<file path="src/include/niu_config.svh">
`ifndef NIU_CONFIG_SVH
`define NIU_CONFIG_SVH

// Datapath and address width
`define NIU_WORD_BITS 32

`define NIU_INSTR_BYTES 4   // PC step per instruction

// Immediate field of the I-form word, sign-extended on the bus
`define NIU_IMM_BITS 17

`define NIU_REG_COUNT 32    // General registers

// Reset value of the program counter
`define NIU_PC_START 32'h0

`endif

</file>
<file path="src/hdl/niuPkg.sv">
`include "niu_config.svh"

package niuPkg;
    localparam int REG_BITS = $clog2(`NIU_REG_COUNT);
    localparam int OP_BITS = 5;
    localparam int PAD_BITS = `NIU_WORD_BITS - 2 * OP_BITS - 3 * REG_BITS;

    // Primary opcodes, bits 31:27 of every instruction
    typedef enum logic [OP_BITS-1:0] {
        OP_ALUR = 5'b00000,   // Register form, function in op2
        OP_ADDI = 5'b00001,
        OP_MLTI = 5'b00010,
        OP_ANDI = 5'b00101,
        OP_ORI  = 5'b00110,
        OP_XORI = 5'b00111,
        OP_SULI = 5'b01000,
        OP_SSLI = 5'b01001,
        OP_SURI = 5'b01010,
        OP_SSRI = 5'b01011,
        OP_LW   = 5'b10000,
        OP_SW   = 5'b10011,
        OP_BEQ  = 5'b11000,
        OP_BNE  = 5'b11001,
        OP_BLT  = 5'b11010,
        OP_BLE  = 5'b11011,
        OP_JAL  = 5'b11111
    } op1T;

    // Immediate opcodes reuse these codes directly
    typedef enum logic [OP_BITS-1:0] {
        FN_SUB = 5'b00000,
        FN_ADD = 5'b00001,
        FN_MLT = 5'b00010,
        FN_NOT = 5'b00100,
        FN_AND = 5'b00101,
        FN_OR  = 5'b00110,
        FN_XOR = 5'b00111,
        FN_SUL = 5'b01000,
        FN_SSL = 5'b01001,
        FN_SUR = 5'b01010,
        FN_SSR = 5'b01011,
        FN_EQ  = 5'b10000,   // Compares return 0 or 1
        FN_NEQ = 5'b10001,
        FN_LT  = 5'b10010,
        FN_LEQ = 5'b10011
    } aluFuncT;

    typedef struct packed {
        op1T                 op1;
        logic [REG_BITS-1:0] rx;
        logic [REG_BITS-1:0] ry;
        logic [REG_BITS-1:0] rz;
        logic [PAD_BITS-1:0] unused;
        aluFuncT             op2;
    } instrRegT;

    typedef struct packed {
        op1T                      op1;
        logic [REG_BITS-1:0]      rx;
        logic [REG_BITS-1:0]      ry;
        logic [`NIU_IMM_BITS-1:0] imm;
    } instrImmT;

    // Same IR word seen as register form or immediate form
    typedef union packed {
        instrRegT r;
        instrImmT i;
    } instrT;

    typedef enum logic [2:0] {
        SRC_PC, SRC_REG, SRC_IMM, SRC_IMM4, SRC_ALU, SRC_MDR
    } busSrcT;

    typedef struct packed {
        logic                ldPc;
        logic                incPc;
        logic                ldIr;
        logic                regWrite;
        logic [REG_BITS-1:0] regSel;
        logic                ldA;
        logic                ldB;
        aluFuncT             aluFunc;
        logic                ldMar;
        logic                memWrite;
        busSrcT              busSrc;
    } ctrlT;

    typedef struct packed {
        logic [`NIU_WORD_BITS-1:0] addr;
        logic [`NIU_WORD_BITS-1:0] wdata;
        logic                      write;
    } dataReqT;

    typedef enum logic [4:0] {
        S_IDLE, S_FETCH, S_DECODE,
        S_ALU0, S_ALU1, S_ALU2, S_ALU3,
        S_MEM0, S_MEM1, S_MEM2, S_MEM3, S_LW4, S_LW5, S_SW4,
        S_BR0, S_BR1, S_BR2, S_BR3, S_BR4, S_BR5, S_BR6, S_BR7,
        S_JAL0, S_JAL1, S_HALT
    } stateT;
endpackage

</file>
<file path="src/hdl/niuAlu.sv">
`timescale 1ns/100ps
`include "niu_config.svh"

module niuAlu (
    input  logic                      clk,
    input  niuPkg::ctrlT              ctrl,
    input  logic [`NIU_WORD_BITS-1:0] bus,
    output logic [`NIU_WORD_BITS-1:0] result
);
    import niuPkg::*;

    localparam int W = `NIU_WORD_BITS;

    logic [W-1:0] a;
    logic [W-1:0] b;
    logic [W-1:0] aluOut;

    always_comb begin
        case (ctrl.aluFunc)
            FN_SUB:  aluOut = a - b;
            FN_ADD:  aluOut = a + b;
            FN_MLT:  aluOut = a * b;  // Low word of the product
            FN_NOT:  aluOut = ~a;
            FN_AND:  aluOut = a & b;
            FN_OR:   aluOut = a | b;
            FN_XOR:  aluOut = a ^ b;
            FN_SUL:  aluOut = a << b;
            FN_SSL:  aluOut = a <<< b;
            FN_SUR:  aluOut = a >> b;
            FN_SSR:  aluOut = $signed(a) >>> b;
            // Signed compares, flag in bit 0
            FN_EQ:   aluOut = W'(a == b);
            FN_NEQ:  aluOut = W'(a != b);
            FN_LT:   aluOut = W'($signed(a) < $signed(b));
            FN_LEQ:  aluOut = W'($signed(a) <= $signed(b));
            default: aluOut = '0;
        endcase
    end

    always_ff @(posedge clk) begin
        if (ctrl.ldA) begin
            a <= bus;
        end
        if (ctrl.ldB) begin
            b <= bus;
        end
        result <= aluOut;  // Valid the cycle after the compute state
    end
endmodule

</file>
<file path="src/hdl/niuFetch.sv">
`timescale 1ns/100ps
`include "niu_config.svh"

module niuFetch (
    input  logic                      clk,
    input  logic                      reset,
    input  niuPkg::ctrlT              ctrl,
    input  logic [`NIU_WORD_BITS-1:0] bus,
    input  logic [`NIU_WORD_BITS-1:0] fetchData,
    output logic [`NIU_WORD_BITS-1:0] pc,
    output niuPkg::instrT             ir
);
    always_ff @(posedge clk or posedge reset) begin
        if (reset) begin
            pc <= `NIU_PC_START;
        end else if (ctrl.ldPc) begin
            pc <= bus;  // Branch target or jump register
        end else if (ctrl.incPc) begin
            pc <= pc + `NIU_INSTR_BYTES;
        end
    end

    // Instruction word held for the whole execute sequence
    always_ff @(posedge clk) begin
        if (ctrl.ldIr) begin
            ir <= fetchData;
        end
    end
endmodule

</file>
<file path="src/hdl/niuRegFile.sv">
`timescale 1ns/100ps
`include "niu_config.svh"

module niuRegFile (
    input  logic                      clk,
    input  logic                      reset,
    input  niuPkg::ctrlT              ctrl,
    input  logic [`NIU_WORD_BITS-1:0] bus,
    output logic [`NIU_WORD_BITS-1:0] rdata
);
    logic [`NIU_WORD_BITS-1:0] regs [`NIU_REG_COUNT];

    always_ff @(posedge clk or posedge reset) begin
        if (reset) begin
            for (int i = 0; i < `NIU_REG_COUNT; i++) begin
                regs[i] <= '0;
            end
        end else if (ctrl.regWrite) begin
            regs[ctrl.regSel] <= bus;
        end
    end

    // Read and write share one selector
    assign rdata = regs[ctrl.regSel];
endmodule

</file>
<file path="src/hdl/niuMemPort.sv">
`timescale 1ns/100ps
`include "niu_config.svh"

module niuMemPort (
    input  logic                      clk,
    input  logic                      reset,
    input  niuPkg::ctrlT              ctrl,
    input  logic [`NIU_WORD_BITS-1:0] bus,
    input  logic [`NIU_WORD_BITS-1:0] dataRdata,
    output niuPkg::dataReqT           dataReq,
    output logic [`NIU_WORD_BITS-1:0] mdr
);
    logic [`NIU_WORD_BITS-1:0] mar;

    always_ff @(posedge clk or posedge reset) begin
        if (reset) begin
            mar <= '0;
        end else if (ctrl.ldMar) begin
            mar <= bus;
        end
    end

    // Read data for the address in MAR, sampled one cycle after MAR loads
    always_ff @(posedge clk) begin
        mdr <= dataRdata;
    end

    // Store data comes straight off the bus
    assign dataReq = '{addr: mar, wdata: bus, write: ctrl.memWrite};
endmodule

</file>
<file path="src/hdl/niuControl.sv">
`timescale 1ns/100ps

module niuControl (
    input  logic          clk,
    input  logic          reset,
    input  niuPkg::instrT ir,
    input  logic          cmpFlag,
    output niuPkg::ctrlT  ctrl,
    output logic          fetchStrobe,
    output logic          halted
);
    import niuPkg::*;

    stateT state;
    stateT nextState;
    logic  isRegForm;

    // Compare function selected by the branch opcode
    function automatic aluFuncT branchFunc(op1T op);
        case (op)
            OP_BNE:  return FN_NEQ;
            OP_BLT:  return FN_LT;
            OP_BLE:  return FN_LEQ;
            default: return FN_EQ;
        endcase
    endfunction

    assign isRegForm = (ir.r.op1 == OP_ALUR);

    always_ff @(posedge clk or posedge reset) begin
        if (reset) begin
            state <= S_IDLE;
        end else begin
            state <= nextState;
        end
    end

    always_comb begin
        ctrl = '0;
        nextState = state;
        case (state)
            S_IDLE: nextState = S_FETCH;
            S_FETCH: begin
                ctrl.ldIr = 1'b1;
                ctrl.incPc = 1'b1;
                nextState = S_DECODE;
            end
            S_DECODE: begin
                case (ir.r.op1)
                    OP_ALUR, OP_ADDI, OP_MLTI, OP_ANDI, OP_ORI, OP_XORI,
                    OP_SULI, OP_SSLI, OP_SURI, OP_SSRI: nextState = S_ALU0;
                    OP_LW, OP_SW: nextState = S_MEM0;
                    OP_BEQ, OP_BNE, OP_BLT, OP_BLE: nextState = S_BR0;
                    OP_JAL: nextState = S_JAL0;
                    default: nextState = S_HALT;  // Undefined opcode
                endcase
            end
            S_ALU0: begin
                ctrl.regSel = ir.r.ry;
                ctrl.ldB = 1'b1;
                if (isRegForm) begin
                    ctrl.busSrc = SRC_REG;
                end else begin
                    ctrl.busSrc = SRC_IMM;
                end
                nextState = S_ALU1;
            end
            S_ALU1, S_MEM0, S_BR0: begin
                ctrl.regSel = ir.r.rx;  // A operand is always rx
                ctrl.busSrc = SRC_REG;
                ctrl.ldA = 1'b1;
                if (state == S_ALU1) begin
                    nextState = S_ALU2;
                end else if (state == S_MEM0) begin
                    nextState = S_MEM1;
                end else begin
                    nextState = S_BR1;
                end
            end
            S_ALU2: begin
                if (isRegForm) begin
                    ctrl.aluFunc = ir.r.op2;
                end else begin
                    ctrl.aluFunc = aluFuncT'(ir.r.op1);
                end
                nextState = S_ALU3;
            end
            S_ALU3: begin
                ctrl.regSel = isRegForm ? ir.r.rz : ir.r.ry;
                ctrl.busSrc = SRC_ALU;
                ctrl.regWrite = 1'b1;
                nextState = S_FETCH;
            end
            S_MEM1: begin
                ctrl.busSrc = SRC_IMM;
                ctrl.ldB = 1'b1;
                nextState = S_MEM2;
            end
            S_MEM2: begin
                ctrl.aluFunc = FN_ADD;  // Effective address
                nextState = S_MEM3;
            end
            S_MEM3: begin
                ctrl.busSrc = SRC_ALU;
                ctrl.ldMar = 1'b1;
                if (ir.r.op1 == OP_LW) begin
                    nextState = S_LW4;
                end else begin
                    nextState = S_SW4;
                end
            end
            S_LW4: nextState = S_LW5;  // MDR takes the read data
            S_LW5: begin
                ctrl.regSel = ir.r.ry;
                ctrl.busSrc = SRC_MDR;
                ctrl.regWrite = 1'b1;
                nextState = S_FETCH;
            end
            S_SW4: begin
                ctrl.regSel = ir.r.ry;
                ctrl.busSrc = SRC_REG;
                ctrl.memWrite = 1'b1;
                nextState = S_FETCH;
            end
            S_BR1: begin
                ctrl.regSel = ir.r.ry;
                ctrl.busSrc = SRC_REG;
                ctrl.ldB = 1'b1;
                nextState = S_BR2;
            end
            S_BR2: begin
                ctrl.aluFunc = branchFunc(ir.r.op1);
                nextState = S_BR3;
            end
            S_BR3: nextState = cmpFlag ? S_BR4 : S_FETCH;
            S_BR4: begin
                ctrl.busSrc = SRC_PC;  // Already points past the branch
                ctrl.ldA = 1'b1;
                nextState = S_BR5;
            end
            S_BR5: begin
                ctrl.busSrc = SRC_IMM4;
                ctrl.ldB = 1'b1;
                nextState = S_BR6;
            end
            S_BR6: begin
                ctrl.aluFunc = FN_ADD;
                nextState = S_BR7;
            end
            S_BR7: begin
                ctrl.busSrc = SRC_ALU;
                ctrl.ldPc = 1'b1;
                nextState = S_FETCH;
            end
            S_JAL0: begin
                ctrl.regSel = ir.r.ry;  // Link register
                ctrl.busSrc = SRC_PC;
                ctrl.regWrite = 1'b1;
                nextState = S_JAL1;
            end
            S_JAL1: begin
                ctrl.regSel = ir.r.rx;
                ctrl.busSrc = SRC_REG;
                ctrl.ldPc = 1'b1;
                nextState = S_FETCH;
            end
            S_HALT: nextState = S_HALT;
            default: nextState = S_HALT;
        endcase
    end

    assign fetchStrobe = (state == S_FETCH);
    assign halted = (state == S_HALT);
endmodule

</file>
<file path="src/hdl/niuCpu.sv">
`timescale 1ns/100ps
`include "niu_config.svh"

module niuCpu (
    input  logic                      clk,
    input  logic                      reset,
    output logic [`NIU_WORD_BITS-1:0] fetchAddr,
    output logic                      fetchStrobe,
    input  logic [`NIU_WORD_BITS-1:0] fetchData,
    output niuPkg::dataReqT           dataReq,
    input  logic [`NIU_WORD_BITS-1:0] dataRdata,
    output logic                      halted
);
    import niuPkg::*;

    localparam int IMM_SHIFT = $clog2(`NIU_INSTR_BYTES);

    ctrlT                      ctrl;
    instrT                     ir;
    logic [`NIU_WORD_BITS-1:0] bus;
    logic [`NIU_WORD_BITS-1:0] pc;
    logic [`NIU_WORD_BITS-1:0] rdata;
    logic [`NIU_WORD_BITS-1:0] aluResult;
    logic [`NIU_WORD_BITS-1:0] mdr;
    logic [`NIU_WORD_BITS-1:0] immExt;

    assign immExt = {{(`NIU_WORD_BITS - `NIU_IMM_BITS){ir.i.imm[`NIU_IMM_BITS-1]}}, ir.i.imm};

    // Single internal bus, one source per state
    always_comb begin
        case (ctrl.busSrc)
            SRC_PC:   bus = pc;
            SRC_REG:  bus = rdata;
            SRC_IMM:  bus = immExt;
            SRC_IMM4: bus = immExt << IMM_SHIFT;  // Branch offset in bytes
            SRC_ALU:  bus = aluResult;
            SRC_MDR:  bus = mdr;
            default:  bus = '0;
        endcase
    end

    assign fetchAddr = pc;

    niuControl control0 (
        .clk, .reset, .ir, .cmpFlag(aluResult[0]), .ctrl, .fetchStrobe, .halted
    );

    niuFetch fetch0 (.clk, .reset, .ctrl, .bus, .fetchData, .pc, .ir);

    niuRegFile regFile0 (.clk, .reset, .ctrl, .bus, .rdata);

    niuAlu alu0 (.clk, .ctrl, .bus, .result(aluResult));

    niuMemPort memPort0 (.clk, .reset, .ctrl, .bus, .dataRdata, .dataReq, .mdr);
endmodule

</file>
<file path="config.mk">
export PLATFORM = sky130hd
export DESIGN_NAME = niuCpu
export DESIGN_NICKNAME = d
export VERILOG_FILES = /design/src/hdl/niuPkg.sv /design/src/hdl/niuAlu.sv /design/src/hdl/niuFetch.sv /design/src/hdl/niuRegFile.sv /design/src/hdl/niuMemPort.sv /design/src/hdl/niuControl.sv /design/src/hdl/niuCpu.sv
export VERILOG_INCLUDE_DIRS = /design/src /design/src/include
export SDC_FILE = /design/constraint.sdc
export NUM_CORES = 2
export LEC_CHECK = 0
export BUFFER_PORTS_ARGS = -buffer_cell sky130_fd_sc_hd__buf_2
export CORE_MARGIN = 1.5
export CORE_UTILIZATION = 65
export DETAILED_ROUTE_END_ITERATION = 12
export GPL_TIMING_DRIVEN = 0
export PLACE_DENSITY = 0.94
export RECOVER_POWER = 100
export SLEW_MARGIN = 10
export SYNTH_ARGS = -nofsm -noshare
export SYNTH_HDL_FRONTEND = slang
export SYNTH_HIERARCHICAL = 1
export SYNTH_SLANG_ARGS = --single-unit
export TNS_END_PERCENT = 1
</file>
<file path="constraint.sdc">
create_clock -name clk -period 101.8 [get_ports clk]
set_input_delay 20.36 -clock clk [delete_from_list [all_inputs] [get_ports clk]]
set_output_delay 20.36 -clock clk [all_outputs]
set_load 0.02 [all_outputs]
</file>
==> results.yml, run 1 <==
global_route:
  grt_max_degree: 130
  antenna_found_initial: 85
  overflow: 9
  grt_usage: 0.7671
place:
  port-buffer-count: 164
  placed_cells: 9047
  postPlaceCellArea_um2: 83680
  place_ws_ps: 74750
  globalplace.congestion: 1.128
  dp_hpwl_mm: 264.2
clock_network:
  ctsHoldBuffers: 0
  cts_buffer_depth: 3
  cts_resized: 0
  cts_root_buffer: "clkbuf_16"
  cts_made_buffers: 130
  cts.sinks: 1253
  postCtsSetupRepairBufs: 0
  htree_levels: 4
synthesis:
  synth_top_area_frac: 0.3411
  muxShareOfSynthArea: 0.2300
  synth_xor_area_frac: 0.01376
  synth_compound_area_frac: 0.08857
  synthArstFlopShare: 0.8723
  synth_edf_count: 96
  synth.most_common_cell: "dfrtp_1"
  yosysTopAreaCell: "dfrtp_1"
  syn_inst: 7231
  netlist_area_um2: 80190
  yosysWarnings: 6
  synth_common_cells: "1093 x dfrtp_1, 963 x mux2_2, 603 x mux2i_1"
  syn_nets: 7932
  synth_top_family_by_area: "multiplexers"
  ys.flop_type: "dfrtp_1"
  ys_seq_area_frac: 0.3930
  netlist_top_cells_area: "dfrtp_1 34%, mux2_2 14%, fa_1 10%"
  synthSimpleGateAreaFrac: 0.08182
  synth_area_per_cell_um2: 11.09
  ys_seq_elements: 1253
  synth_cell_types: 117
  synth_fa_ha_area_frac: 0.1375
status:
  error: "[ERROR GRT-0232] Routing congestion too high. Check the congestion heatmap in the GUI."
  stop_stage: "global routing"
  outcome: "stopped before the end"
die:
  die_h_um: 354.3
  initial_core_util: 0.6571
  ios: 165
  rows: 128
  die_w_um: 354.3
-- metal layers --
layer / GRT overflow / global-route usage
met5: 0 / 0.4415
met3: 1 / 0.6336
met2: 3 / 0.9142
met4: 5 / 0.7656
met1: 0 / 0.7571
-- cell families after synthesis --
group / after synthesis
adder cells (fa/ha/maj): 635
AND/OR/NAND/NOR: 1407
XOR/XNOR: 126
multiplexers: 1688
flip-flops: 1253
AO/OA/AOI/OAI: 1096
buffers and inverters: 1026
-- metrics by stage --
| stage | utilization | hold slack, ps |
|---|---|---|
| 2_1_floorplan | - | 457.4 |
| 3_3_place_gp | 0.6805 | 465.9 |
| 3_5_place_dp | 0.6857 | 474.7 |
| 4_1_cts | 0.7225 | 487.5 |
==> run 2, diff against run 1 <==
- CORE_UTILIZATION: 65 -> 40
- PLACE_DENSITY: 0.94 -> not set
- PLACE_DENSITY_LB_ADDON: not set -> 0.15
==> run 2 against run 1 <==
The flow now finishes, with violations (max-capacitance violations, max-slew violations). Area after synthesis is the same. Synthesized cell count unchanged.
==> results.yml, run 2 <==
status:
  outcome: "complete, but fails checks"
  violations: "max-capacitance violations, max-slew violations"
clock_network:
  cts_resized: 0
  htree_levels: 4
  cts_buffer_depth: 3
  ctsHoldBuffers: 0
  cts_root_buffer: "clkbuf_16"
  cts.sinks: 1253
  tritoncts: "yes"
  clkLatencyLatePin_ps: 790
  clk_pin_slew_ps: 60
  cts_made_buffers: 131
  postCtsSetupRepairBufs: 0
detailed_routing:
  viasPerCell: 5.950
  ant_nets: 0
  wl_per_cell_um: 33.24
  drt_iter0_drc: 6039
  vias: 61475
  route.detailed.drc: 0
  routed_wl_mm: 343.5
  dr.pass1.iters: 6
synthesis:
  yosysTopAreaCell: "dfrtp_1"
  synth.most_common_cell: "dfrtp_1"
  synth_area_per_cell_um2: 11.09
  synth_top_area_frac: 0.3411
  ys.flop_type: "dfrtp_1"
  netlist_area_um2: 80190
  synth_common_cells: "1093 x dfrtp_1, 963 x mux2_2, 603 x mux2i_1"
  syn_nets: 7932
  synth_cell_types: 117
  netlist_top_cells_area: "dfrtp_1 34%, mux2_2 14%, fa_1 10%"
  ys_seq_area_frac: 0.3930
  synth_edf_count: 96
  syn_inst: 7231
  synthArstFlopShare: 0.8723
  yosysWarnings: 6
  ys_seq_elements: 1253
global_route:
  overflow: 0
  grt_max_degree: 122
  grt_pass1_wl_mm: 481.3
  grt_usage: 0.3331
  grt_pass1_vias: 63020
  antenna_found_initial: 23
job:
  max-cap-violations: 20
sta:
  tns_ps: 0
  min_period_ps: 39660
  finalHoldViolations: 0
  rsz0062_at_grt: "no"
  clock_skew_ps: 30.17
  layout_setup_ws_ps: 62140
  relSlewSlack: -3.270
  fin_crit_sh: 0.3896
  finalSetupViolations: 0
  worstMarginPinSlew_ps: 6405
  slew_violations: 1194
  max_freq_mhz: 25.21
worst_setup_path:
  cpLargestDelayFamily: "buffers and inverters"
  crit_arrival_ps: 39240
  crit_required_ps: 101380
  path_max_fanout: 114
  max_stage_delay_ps: 4410
  crit_buf_inv: 6
  setup.worst_path.end_class: "async pin"
  cp-start-kind: "input port"
  critPathMostFrequentCell: "clkbuf_1"
  slowest_stage: "clkbuf_1"
  ff2ff_path_depth: 26
  worst-path-stages: 6
  crit_type: "in2async"
  cp_cell_sequence: "clkbuf_1 > clkinvlp_2 > clkbuf_1 > clkbuf_1 > clkbuf_1 > clkbuf_1"
place:
  dp_hpwl_mm: 270.7
  postPlaceCellArea_um2: 85090
  place_ws_ps: 74110
  globalplace.congestion: 1.049
  port-buffer-count: 164
cells_and_area:
  synthToLayoutAreaGrowth_pct: 10.42
  drive_gt1_frac: 0.2062
  fin_util: 0.4440
  final_area_um2: 88550
  largest_reg_flops: 1024
  nets: 8259
  final_cell_mix: "1093 x dfrtp_1, 963 x mux2_2, 603 x mux2i_1"
  layout_commonest_cell: "dfrtp_1"
  regMostFlops: "regFile0/regs"
die:
  dieArea_um2: 203200
  core_area_um2: 199500
  initial_core_util: 0.4021
  die_w_um: 450.8
  ios: 165
  rows: 164
  die_h_um: 450.8
hold_path:
  whs_path_depth: 1
  hp-class: "reg2reg"
run 2: cell counts after synthesis:
Identical to the previous run, type by type.
run 2: cell families after synthesis:
kind of cell    Yosys count  synth area share
buf+inv                1026           0.05540
compound gates         1096           0.08857
simple gates           1407           0.08182
xor+xnor                126           0.01376
mux                    1688            0.2300
flops                  1253            0.3930
fa+ha+maj               635            0.1375
run 2: layout make-up:
class                   instances  area [um2]
fillers                     19125      110900
flip-flops and latches       1253       31520
multi-input cells            4952       44140
plain buffers                 610        2872
repair buffers                194       842.1
clock buffers                 184        3707
clock inverters                49       543.0
diodes                         18       45.04
well taps                    2656        3323
inverters                     416        1563
run 2: metrics by stage:
stage	hold slack (ps)	std cells
2_1_floorplan	457.4	7231
3_3_place_gp	465.9	10051
3_5_place_dp	473.9	10081
4_1_cts	487.4	10314
5_1_grt	493.4	10322
6_report	485.2	10332
run 2: final timing paths:
check | slack [ps] | end | startpoint
max in group clk | 71730 | dataReq[14] | fetch0/ir[27]$_DFFE_PP_
max reg2reg | 90370 | alu0/result[30]$_SDFF_PN0_ | alu0/b[3]$_DFFE_PP_
min | 490 | regFile0/regs[247]$_DFFE_PP0P_ | regFile0/regs[247]$_DFFE_PP0P_
min reg2reg | 490 | regFile0/regs[247]$_DFFE_PP0P_ | regFile0/regs[247]$_DFFE_PP0P_
max | 62140 | regFile0/regs[666]$_DFFE_PP0P_ | reset
min in group asynchronous | 19610 | control0/state[0]$_DFF_PP0_ | reset
run 2: worst reg2reg max path: cells and delay by family (launching register included):
kind / cells / cell delay [ps]
AOI/OAI and AO/OA: 8 / 2080
xor gates and xnor gates: 1 / 580
adders and majority gates: 9 / 4460
buffers and inverters: 6 / 3070
DFF: 1 / 670
and+or+nand+nor: 2 / 380
run 2: routing by layer:
metal  up-vias  GRT usage  share of wire  wire length (um)
met5         -          0        0.00031               108
met4        10     0.2309          0.084             28710
met3       842    0.04697          0.055             18770
met2      2421     0.5559           0.48            164400
met1     32136     0.3968           0.38            131500
li1      26066          -              -                 -
Power of run 2 is left out: the tool's default activity adds up to more than one toggle a clock period on the data nets, which glitch-free logic cannot reach.
